### src/fruPkg.sv
package fruPkg;

   ////////////////////////////////////////
   // widths
   ////////////////////////////////////////
   localparam int dataW   = 32;         // integer data path
   localparam int regIdxW = 5;          // 32 architectural registers

   localparam logic [regIdxW-1:0] zeroRegIdx = 5'd31;   // r31 always reads zero

   typedef logic [dataW-1:0] dataT;

   // register address with its valid bit, valid low means no compare and no write
   typedef struct packed {
      logic               valid;
      logic [regIdxW-1:0] idx;
   } regAddrT;

   // one stage result, from EXU or from MAU
   typedef struct packed {
      regAddrT dest;    // destination register
      logic    cond;    // low only for a false conditional move
      dataT    data;    // result value
   } stageResT;

   // the only decode bits needed here
   typedef struct packed {
      logic mem;        // memory instruction
      logic memAcc;     // accesses memory
      logic memSt;      // store, so not a load
   } decodeT;

   // level controls from the pipeline control unit
   typedef struct packed {
      logic stepExu;    // EXU takes a new instruction
      logic stepWb;     // write-back takes the MAU result
      logic workExu;    // EXU holds real work
      logic workMau;    // MAU holds real work
      logic workWb;     // write-back holds real work
   } pcuCtrlT;

   // operand source, ordered by priority
   typedef enum logic [1:0] {
      selReg = 2'd0,
      selWb  = 2'd1,
      selMau = 2'd2,
      selExu = 2'd3
   } srcSelE;

endpackage

### src/fru.sv
`timescale 1ns/1ps

// forwarding register unit, top level
// operands and stall request are valid one cycle after the inputs are presented
module fru #(
   parameter int regCount = 32          // implemented registers
) (
   input  logic              sys_clk,
   input  logic              rstN,
   input  fruPkg::pcuCtrlT   pcuCtrl,   // steps and works from control unit
   input  fruPkg::regAddrT   regA,      // source addresses from decoder
   input  fruPkg::regAddrT   regB,
   input  fruPkg::stageResT  exuRes,    // EXU result bus
   input  fruPkg::stageResT  mauRes,    // MAU result bus
   input  fruPkg::decodeT    decode,
   output fruPkg::dataT      opd1,      // operands to EXU
   output fruPkg::dataT      opd2,
   output logic              waitForData   // stall request to control unit
);

   fruPkg::pcuCtrlT  ctrlL;
   fruPkg::regAddrT  regAL, regBL;
   fruPkg::stageResT exuResL, mauResL;
   fruPkg::decodeT   decodeL;
   fruPkg::stageResT wbStage;     // write-back mirror stage
   logic             exuIsLoad;   // EXU holds a load
   fruPkg::dataT     rdDataA, rdDataB;

   ////////////////////////////////////////
   // input latch and mirror pipe
   ////////////////////////////////////////
   fruInputLatch u_inLatch (
      .sys_clk(sys_clk), .rstN(rstN),
      .pcuCtrl(pcuCtrl), .regA(regA), .regB(regB),
      .exuRes(exuRes), .mauRes(mauRes), .decode(decode),
      .ctrlL(ctrlL), .regAL(regAL), .regBL(regBL),
      .exuResL(exuResL), .mauResL(mauResL), .decodeL(decodeL)
   );

   fruMirrorPipe u_mirror (
      .sys_clk(sys_clk), .rstN(rstN),
      .ctrlL(ctrlL), .decodeL(decodeL), .mauResL(mauResL),
      .exuIsLoad(exuIsLoad), .wbStage(wbStage)
   );

   ////////////////////////////////////////
   // register file and forwarding
   ////////////////////////////////////////
   fruRegFile #(.regCount(regCount)) u_regFile (
      .sys_clk(sys_clk), .rstN(rstN),
      .wbStage(wbStage), .workWb(ctrlL.workWb),
      .rdAddrA(regAL), .rdAddrB(regBL),
      .rdDataA(rdDataA), .rdDataB(rdDataB)
   );

   fruOperandForward u_fwd (
      .regAL(regAL), .regBL(regBL), .ctrlL(ctrlL),
      .exuResL(exuResL), .mauResL(mauResL), .wbStage(wbStage),
      .exuIsLoad(exuIsLoad), .rdDataA(rdDataA), .rdDataB(rdDataB),
      .opd1(opd1), .opd2(opd2), .waitForData(waitForData)
   );

endmodule

### src/fruInputLatch.sv
`timescale 1ns/1ps

// input register stage of the forwarding unit
// steps and works come from combinational logic in the control unit and settle late,
// so everything is sampled once here and held for the whole cycle
module fruInputLatch (
   input  logic              sys_clk,
   input  logic              rstN,
   input  fruPkg::pcuCtrlT   pcuCtrl,
   input  fruPkg::regAddrT   regA,
   input  fruPkg::regAddrT   regB,
   input  fruPkg::stageResT  exuRes,
   input  fruPkg::stageResT  mauRes,
   input  fruPkg::decodeT    decode,
   output fruPkg::pcuCtrlT   ctrlL,
   output fruPkg::regAddrT   regAL,
   output fruPkg::regAddrT   regBL,
   output fruPkg::stageResT  exuResL,
   output fruPkg::stageResT  mauResL,
   output fruPkg::decodeT    decodeL
);

   ////////////////////////////////////////
   // control and addresses
   ////////////////////////////////////////
   always_ff @(posedge sys_clk or negedge rstN) begin
      if (!rstN) begin
         ctrlL   <= '0;               // no step, no work
         regAL   <= '0;               // invalid address
         regBL   <= '0;
         decodeL <= '0;               // not a load
      end else begin
         ctrlL   <= pcuCtrl;
         regAL   <= regA;             // operand A address from decoder
         regBL   <= regB;             // operand B address from decoder
         decodeL <= decode;
      end
   end

   ////////////////////////////////////////
   // stage results
   ////////////////////////////////////////
   // cleared too, so a stale dest can't match right after reset
   always_ff @(posedge sys_clk or negedge rstN) begin
      if (!rstN) begin
         exuResL <= '0;
         mauResL <= '0;
      end else begin
         exuResL <= exuRes;           // EXU result bus, forwarding only
         mauResL <= mauRes;           // MAU result bus, forwarding and write-back
      end
   end

endmodule

### src/fruMirrorPipe.sv
`timescale 1ns/1ps

// shadow of the pipeline stages the unit still needs to track
// EXU only carries a load flag, write-back carries the full result
module fruMirrorPipe (
   input  logic              sys_clk,
   input  logic              rstN,
   input  fruPkg::pcuCtrlT   ctrlL,
   input  fruPkg::decodeT    decodeL,
   input  fruPkg::stageResT  mauResL,
   output logic              exuIsLoad,
   output fruPkg::stageResT  wbStage
);

   logic isLoad;   // decoded instruction is a load

   // a load is a memory access that is not a store
   assign isLoad = decodeL.mem & decodeL.memAcc & ~decodeL.memSt;

   ////////////////////////////////////////
   // EXU mirror
   ////////////////////////////////////////
   // data of a load only shows up in MAU, so EXU must not forward it
   always_ff @(posedge sys_clk or negedge rstN) begin
      if (!rstN) begin
         exuIsLoad <= 1'b0;
      end else if (ctrlL.stepExu) begin
         exuIsLoad <= isLoad;           // follows the instruction into EXU
      end
   end

   ////////////////////////////////////////
   // write-back mirror
   ////////////////////////////////////////
   always_ff @(posedge sys_clk or negedge rstN) begin
      if (!rstN) begin
         wbStage <= '0;                 // dest invalid, nothing to write
      end else if (ctrlL.stepWb) begin
         wbStage <= mauResL;            // dest, cond and data move as one
      end
   end

endmodule

### src/fruOperandForward.sv
`timescale 1ns/1ps

// operand select and forwarding
// newest copy of each source register wins: EXU, then MAU, then write-back,
// then the register file, r31 always reads zero
module fruOperandForward (
   input  fruPkg::regAddrT   regAL,
   input  fruPkg::regAddrT   regBL,
   input  fruPkg::pcuCtrlT   ctrlL,
   input  fruPkg::stageResT  exuResL,
   input  fruPkg::stageResT  mauResL,
   input  fruPkg::stageResT  wbStage,
   input  logic              exuIsLoad,
   input  fruPkg::dataT      rdDataA,
   input  fruPkg::dataT      rdDataB,
   output fruPkg::dataT      opd1,
   output fruPkg::dataT      opd2,
   output logic              waitForData
);

   fruPkg::srcSelE selA;   // source of operand 1
   fruPkg::srcSelE selB;   // source of operand 2
   logic           exuHitA;   // operand A address matches the EXU dest
   logic           exuHitB;

   // address compare shared by every path
   // both valid, same index, and never r31
   function automatic logic addrHit(input fruPkg::regAddrT src, input fruPkg::regAddrT dest);
      addrHit = src.valid & dest.valid & (src.idx == dest.idx)
              & (src.idx != fruPkg::zeroRegIdx);
   endfunction

   // priority pick of one operand source
   function automatic fruPkg::srcSelE pickSrc(input fruPkg::regAddrT src);
      fruPkg::srcSelE sel;
      sel = fruPkg::selReg;                                   // default, register file
      if (addrHit(src, exuResL.dest) && ctrlL.workExu && !exuIsLoad && exuResL.cond) begin
         sel = fruPkg::selExu;                                // ALU result, newest
      end else if (addrHit(src, mauResL.dest) && ctrlL.workMau && mauResL.cond) begin
         sel = fruPkg::selMau;
      end else if (addrHit(src, wbStage.dest) && ctrlL.workWb && wbStage.cond) begin
         sel = fruPkg::selWb;                                 // not yet in the file
      end
      return sel;
   endfunction

   ////////////////////////////////////////
   // source select
   ////////////////////////////////////////
   always_comb begin
      selA = pickSrc(regAL);
      selB = pickSrc(regBL);
   end

   ////////////////////////////////////////
   // load-use stall request
   ////////////////////////////////////////
   // load data only exists after MAU, so the control unit must hold EXU a cycle
   assign exuHitA = addrHit(regAL, exuResL.dest);
   assign exuHitB = addrHit(regBL, exuResL.dest);
   assign waitForData = ctrlL.workExu & exuIsLoad & (exuHitA | exuHitB);

   ////////////////////////////////////////
   // operand muxes
   ////////////////////////////////////////
   always_comb begin
      unique case (selA)
         fruPkg::selExu: opd1 = exuResL.data;
         fruPkg::selMau: opd1 = mauResL.data;
         fruPkg::selWb:  opd1 = wbStage.data;
         default:        opd1 = rdDataA;
      endcase
      if (regAL.idx == fruPkg::zeroRegIdx) opd1 = '0;        // r31, valid or not

      unique case (selB)
         fruPkg::selExu: opd2 = exuResL.data;
         fruPkg::selMau: opd2 = mauResL.data;
         fruPkg::selWb:  opd2 = wbStage.data;
         default:        opd2 = rdDataB;
      endcase
      if (regBL.idx == fruPkg::zeroRegIdx) opd2 = '0;
   end

endmodule

### src/fruRegFile.sv
`timescale 1ns/1ps

// architectural register file
// one clocked write port fed by write-back, two combinational read ports
module fruRegFile #(
   parameter int regCount = 32          // implemented registers, 1 to 32
) (
   input  logic              sys_clk,
   input  logic              rstN,
   input  fruPkg::stageResT  wbStage,
   input  logic              workWb,
   input  fruPkg::regAddrT   rdAddrA,
   input  fruPkg::regAddrT   rdAddrB,
   output fruPkg::dataT      rdDataA,
   output fruPkg::dataT      rdDataB
);

   fruPkg::dataT regs [regCount];       // register storage
   logic         wrEn;                  // write-back commits this cycle

   // real work, condition true, and a valid in-range dest
   assign wrEn = workWb & wbStage.cond & wbStage.dest.valid
               & (int'(wbStage.dest.idx) < regCount);

   ////////////////////////////////////////
   // write port
   ////////////////////////////////////////
   always_ff @(posedge sys_clk or negedge rstN) begin
      if (!rstN) begin
         for (int i = 0; i < regCount; i++) begin
            regs[i] <= '0;                          // whole file cleared at once
         end
      end else if (wrEn) begin
         regs[wbStage.dest.idx] <= wbStage.data;
      end
   end

   ////////////////////////////////////////
   // read ports
   ////////////////////////////////////////
   // a write in the same cycle isn't seen here, the WB forward path covers it
   always_comb begin
      rdDataA = '0;                                 // invalid or out of range
      rdDataB = '0;
      if (rdAddrA.valid && (int'(rdAddrA.idx) < regCount)) rdDataA = regs[rdAddrA.idx];
      if (rdAddrB.valid && (int'(rdAddrB.idx) < regCount)) rdDataB = regs[rdAddrB.idx];
   end

endmodule

### config.mk
export PLATFORM = sky130hd
export DESIGN_NAME = fru
export DESIGN_NICKNAME = d
export VERILOG_FILES = /design/src/fruPkg.sv /design/src/fru.sv /design/src/fruInputLatch.sv /design/src/fruMirrorPipe.sv /design/src/fruOperandForward.sv /design/src/fruRegFile.sv
export SDC_FILE = /design/constraint.sdc
export NUM_CORES = 2
export LEC_CHECK = 0
export BUFFER_PORTS_ARGS = -buffer_cell sky130_fd_sc_hd__buf_2
export CAP_MARGIN = 20
export CORE_UTILIZATION = 41
export DETAILED_ROUTE_END_ITERATION = 8
export GPL_ROUTABILITY_DRIVEN = 1
export PLACE_DENSITY = 0.61
export SETUP_SLACK_MARGIN = 0.05
export SYNTH_ARGS = -nofsm -noshare
export SYNTH_HDL_FRONTEND = slang
export SYNTH_SLANG_ARGS = --single-unit
### constraint.sdc
create_clock -name sys_clk -period 3.1 [get_ports sys_clk]
set_input_delay 0.31 -clock sys_clk [delete_from_list [all_inputs] [get_ports sys_clk]]
set_output_delay 0.31 -clock sys_clk [all_outputs]
set_load 0.01 [all_outputs]
**Yosys cells after proc, flatten, opt, wreduce, memory -nomap -nowiden**

Cells that the tools add are included.

- Bits in registers: 1162
- Bits in latches: 0
- Bits in writable memories: 0
- Bits in read-only memories: 0
- Input bits: 100
- Memories: 0

- $add $sub $neg: 0
- Multipliers: 0
- Div/mod/pow operators: 0
- Magnitude comparators: 4
- Eq/ne operators: 16
- Shift-type cells: 0
- Mux-type cells: 21
- Bitwise gates (word level): 29
- Reduce and logical (&&, ||, !) cells: 16

Operator list:

| kind | number |
|---|---|
| $bwmux W1024 | 1 |
| $bmux W32 S5 | 2 |
| $mux W32 | 9 |
| $pmux W32 S3 | 2 |
| $demux W32 S5 | 1 |
| $eq A5 B5 Y1 | 6 |
| $and A1 B1 Y1 | 24 |
| $ge A6 B6 Y1 const B | 3 |
| $not A5 Y6 | 3 |
| $logic_and A1 B1 Y1 | 15 |
| $eq A5 B5 Y1 const B | 2 |
| $ne A5 B5 Y1 const B | 2 |
| $eq A2 B2 Y1 const B | 4 |
| $mux W2 | 4 |
| $lt A6 B1 Y1 const B | 1 |
| $eq A2 B1 Y1 const B | 2 |
| $mux W1 | 2 |
| $logic_not A1 Y1 | 1 |
| $not A1 Y1 | 1 |
| $or A1 B1 Y1 | 1 |

**Depth between registers and ports, before layout**

- Depth in word-level cells: 11
- Gate-level depth with buffers: 10
- Mapped depth without buffers: 5

**By module**

From an unflattened synthesis, not the netlist that was laid out.

- Cells, all modules: 4241
- Area, all modules: 61839.3 um^2

Modules (own cells, without submodules):

| module | instances | cells an instance | area each (um^2) | sequential area each (um^2) |
|---|---|---|---|---|
| fruRegFile | 1 | 3563 | 54617.4 | 25624.6 |
| fruOperandForward | 1 | 494 | 3233.1 | 0.0 |
| fruInputLatch | 1 | 98 | 2452.4 | 2452.4 |
| fruMirrorPipe | 1 | 86 | 1536.5 | 1001.0 |

**Worst setup path before layout**

No wires, ideal clock.

- Path type: register to output
- Start point: register u_inLatch.regBL[0] (netlist name)
- End point: output opd2[10]
- Arrival: 2.007 ns
- Required time: 2.790 ns
- Path slack: 0.783 ns
- Cell stages (with the launch flop): 9
- Buffers on the path: 3
- Cell sequence: dfrtp_1 -> buf_4 -> buf_6 -> xor2_1 -> nor4_1 -> nand3_1 -> a31o_2 -> buf_2 -> a221oi_1

- Longest elaborated chain between the ends: 11
- Elaborated cells on any way between the ends: 31
- Those cells by class: eq/ne: 8; mux: 9; bitwise: 7; reduce/logical: 7

Ends and longest elaborated chain:

| what | line | RTL |
|---|---|---|
| $eq A5 B5 Y1 | fruOperandForward.sv:29 | `addrHit = src.valid & dest.valid & (src.idx == dest.idx)` |
| $and A1 B1 Y1 | fruOperandForward.sv:29 |  |
| $and A1 B1 Y1 | fruOperandForward.sv:30 | `& (src.idx != fruPkg::zeroRegIdx);` |
| $logic_and A1 B1 Y1 (2 in a row) | fruOperandForward.sv:41 | `end else if (addrHit(src, wbStage.dest) && ctrlL.workWb && wbStage.cond) begin` |
| $mux W1 | fruOperandForward.sv:41 |  |
| $mux W2 | fruOperandForward.sv:39 | `end else if (addrHit(src, mauResL.dest) && ctrlL.workMau && mauResL.cond) begin` |
| $mux W2 | fruOperandForward.sv:37 | `if (addrHit(src, exuResL.dest) && ctrlL.workExu && !exuIsLoad && exuResL.cond) begin` |
| $eq A2 B1 Y1 or $eq A2 B2 Y1 (tied branches) | fruOperandForward.sv:75 | `unique case (selB)` |
| $pmux W32 S3 | fruOperandForward.sv:75 |  |
| $mux W32 (*) | fruOperandForward.sv:81 | `if (regBL.idx == fruPkg::zeroRegIdx) opd2 = '0;` |
| end: declaration | fru.sv:17 | `output fruPkg::dataT opd2,` |

Mark *: on every way between the ends. The rest lies on a longest branch, timed or not. The select of a mux whose other input is x is not followed.

**Worst setup path after layout**

- Start point: register u_inLatch.regBL[1] (netlist name)
- End point: output opd2[20]

- Longest elaborated chain between the ends: 11
- Elaborated cells on any way between the ends: 31
- Those cells by class: eq/ne: 8; mux: 9; bitwise: 7; reduce/logical: 7

Ends and longest elaborated chain:

| what | line |
|---|---|
| $eq A5 B5 Y1 | fruOperandForward.sv:29 |
| $and A1 B1 Y1 | fruOperandForward.sv:29 |
| $and A1 B1 Y1 | fruOperandForward.sv:30 |
| $logic_and A1 B1 Y1 (2 in a row) | fruOperandForward.sv:41 |
| $mux W1 | fruOperandForward.sv:41 |
| $mux W2 | fruOperandForward.sv:39 |
| $mux W2 | fruOperandForward.sv:37 |
| $eq A2 B1 Y1 or $eq A2 B2 Y1 (tied branches) | fruOperandForward.sv:75 |
| $pmux W32 S3 | fruOperandForward.sv:75 |
| $mux W32 (*) | fruOperandForward.sv:81 |

Marks and branches as above.

==> results.sh <==
export IMPL_status="finished, violations left"
export IMPL_violations="setup timing"
export IMPL_yosys_warnings=0
export IMPL_ir_drop_uv=568
export IMPL_grt_max_degree=133
export IMPL_viasPerCell=6.40
export IMPL_use_met3=0.0693
export IMPL_area_growth_pct=24.3
export IMPL_cap_viol_max_count=0
export IMPL_vias=42400
export IMPL_busiest_layer="met2"
export IMPL_drc_errors=0
export IMPL_grtUsageTotal=0.286
export IMPL_drive_gt1_frac=0.576
export IMPL_grt_pass1_vias=42600
export IMPL_drtAntennaViolNets=0
export IMPL_insertion_delay_ps=780
export IMPL_startpoint_type="flip-flop"
export IMPL_rows=141
export IMPL_synth_nets=4267
export IMPL_die_height_um=388
export IMPL_die_area_um2=151000
export IMPL_netlist_instances=4167
export IMPL_first_pass_iters=5
export IMPL_place_ws_ps=-42.9
export IMPL_synth_edff_count=0
export IMPL_final_hold_viol_count=0
export IMPL_worst_path_buf_inv=5
export IMPL_fin_crit_ps=3560
export IMPL_required_ps=2790
export IMPL_crit_slowest_cell="dfrtp_4"
export IMPL_setup_viol_count_final=65
export IMPL_yosysSeqAreaShare=0.476
export IMPL_grt_pass1_wl_mm=310
export IMPL_start_util=0.413
export IMPL_critPathArrivalTime_ps=3250
export IMPL_final_cell_mix="1151 x dfrtp_1, 1055 x mux2_2, 449 x mux4_2"
export IMPL_synth_seq_cells=1162
export IMPL_drt_iter0_drc=4028
export IMPL_postSynthAreaPerCell_um2=14.7
export IMPL_critPathMaxStageDelay_ps=490
export IMPL_port_buffers=164
export IMPL_finClkSkew_ps=35.7
export IMPL_p_leak_uw=0.0341
export IMPL_powerDensity_nw_per_um2=565
export IMPL_gp_congestion=0.866
export IMPL_relSlewSlack=0.279
export IMPL_grt_antenna_before_repair=6
export IMPL_crit_fanout=6
export IMPL_worst_setup_path_end_kind="primary output"
export IMPL_timing_hold_ws_ps=107
export IMPL_synth_area_um2=61100
export IMPL_io_pins=165
export IMPL_hold_class="primary input to asynchronous set/reset pin"
export IMPL_critical_path_top_delay_family="buffers and inverters"
export IMPL_grt_overflow=0
export IMPL_finalWorstSetupSlack_ps=-456
export IMPL_clockRootBuffer="clkbuf_16"
export IMPL_path_class="flip-flop to primary output"
export IMPL_slew_viol_final=0
export IMPL_layout_nets=4694
export IMPL_die_width_um=388
export IMPL_cts_buffers=135
export IMPL_power_uw=42900
export IMPL_antenna_cells=0
export IMPL_rsz0062_at_grt="true"
export IMPL_post_dp_hpwl_mm=126
export IMPL_cts_sinks=1162
export IMPL_finalCritPeriodShare=1.15
export IMPL_core_area_um2=148000
export IMPL_tightest_slew_ps=1080
export IMPL_ys_types=53
export IMPL_use_met1=0.400
export IMPL_cts_buffer_depth=3
export IMPL_clkTransAtPathRegs_ps=60
export IMPL_post_route_util=0.513
export IMPL_h_tree_depth=4
export IMPL_drt_total_wl_mm=219
export IMPL_synthArstFlopShare=1.00
export IMPL_avgRoutedWirePerCell_um=33.1
export IMPL_cp_cell_sequence="buf_6 -> xor2_4 -> nor4_4 -> nand3_2 -> a31o_4 -> buf_12 -> buf_12 -> buf_6 -> a221oi_4 -> buf_2"
export IMPL_max_freq_ghz=0.281
export IMPL_use_met2=0.423
export IMPL_final_common_cell="dfrtp_1"
export IMPL_tritoncts="done"
export IMPL_synth_ff_type="dfrtp_1"
Yosys cell counts (4+ instances only):
library cell | instances | area (um2)
a2111oi_0 | 4 | 35.0
nand4_1 | 5 | 31.3
mux2i_1 | 254 | 2540
xor2_1 | 19 | 166
dfrtp_1 | 1162 | 29100
a21oi_1 | 64 | 320
o221ai_1 | 33 | 289
xnor2_1 | 11 | 96.3
o31ai_1 | 32 | 240
buf_4 | 57 | 428
nor3_1 | 8 | 40.0
mux2_2 | 1055 | 11900
o21ai_0 | 98 | 490
clkbuf_1 | 202 | 758
a221oi_1 | 46 | 403
buf_1 | 20 | 75.1
nor2_1 | 52 | 195
nand3b_1 | 37 | 278
a221oi_2 | 14 | 210
o21a_1 | 4 | 30.0
nand3_1 | 38 | 190
mux2_1 | 9 | 101
mux4_2 | 449 | 10100
buf_6 | 15 | 169
buf_2 | 156 | 781
a31o_2 | 33 | 289
o22ai_1 | 89 | 557
nor2b_1 | 40 | 250
a211oi_1 | 4 | 30.0
a22oi_1 | 63 | 473
nand2_1 | 56 | 210
path summary, 6_finish.rpt:
path                                                  start                              end  slack (ps)  cells past startpoint
hold reg to reg                u_inLatch.ctrlL[4]$_DFF_PN0_   u_mirror.exuIsLoad$_DFFE_PN0P_         460                      1
setup / recovery               u_inLatch.regBL[1]$_DFF_PN0_                         opd2[20]        -460                     10
min in group sys_clk                             exuRes[26]  u_inLatch.exuResL[26]$_DFF_PN0_         170                      2
max in group asynchronous                              rstN     u_inLatch.regBL[5]$_DFF_PN0_        1750                      3
hold / removal                                         rstN  u_regFile.regs[481]$_DFFE_PN0P_         110                      2
setup reg to reg           u_mirror.wbStage[38]$_DFFE_PN0P_  u_regFile.regs[365]$_DFFE_PN0P_         460                      5
state kept, by name, indices dropped and copies added, names as in the netlist:
register            flops
u_inLatch.decodeL       3
u_inLatch.regAL         6
u_inLatch.mauResL      39
u_inLatch.regBL         6
u_inLatch.ctrlL         5
u_regFile.regs       1024
u_mirror.exuIsLoad      1
u_inLatch.exuResL      39
u_mirror.wbStage       39
per-layer routing:
layer	vias to the layer above	routed length, um
li1	17000	-
met1	23000	90300
met2	1972	97500
met3	448	21000
met4	10	10100
met5	-	229
power breakdown:
group          switching, uW  internal [uW]  leakage, uW
clock                   6650           9950      0.00226
sequential              1500          17100       0.0156
combinational           3420           4290       0.0162
total                  11600          31400       0.0341
layout make-up:
| class | instances | area [um2] |
|---|---|---|
| clock buffer | 205 | 4100 |
| clock inverter | 33 | 487 |
| fill | 12200 | 71900 |
| inverter | 1 | 3.75 |
| multi-input combinational | 2552 | 31700 |
| sequential | 1162 | 29100 |
| tap | 1930 | 2410 |
| timing repair buffer | 742 | 8120 |
per-stage QoR:
step	TNS [ps]	cells	instance area [um2]
3_3_place_gp	0	6118	65800
4_1_cts	-23760	6557	74400
6_report	-24260	6625	75900
5_1_grt	-28210	6625	75900
2_1_floorplan	0	4167	61100
3_5_place_dp	-42.9	6118	65800
cells by family (layout without fill, tap and decap cells):
group,count (synthesis),in the layout,share of synthesized area
compound gates,489,489,0.0558
xor+xnor,30,30,0.00430
buf+inv,454,981,0.0371
flops,1162,1162,0.476
mux,1767,1767,0.403
simple gates,265,266,0.0234
what timing repair did:
action / in CTS / in global routing
endpoints found under the setup margin: 65 / 65
gates cloned: 29 / 9
hold buffers: 99 / 0
hold endpoints to repair: 184 / 0
resized for setup: 341 / 182
buffers inserted: 74 / 66
pin swaps: 93 / 85
No activity file was read; power rests on OpenSTA's default activity.
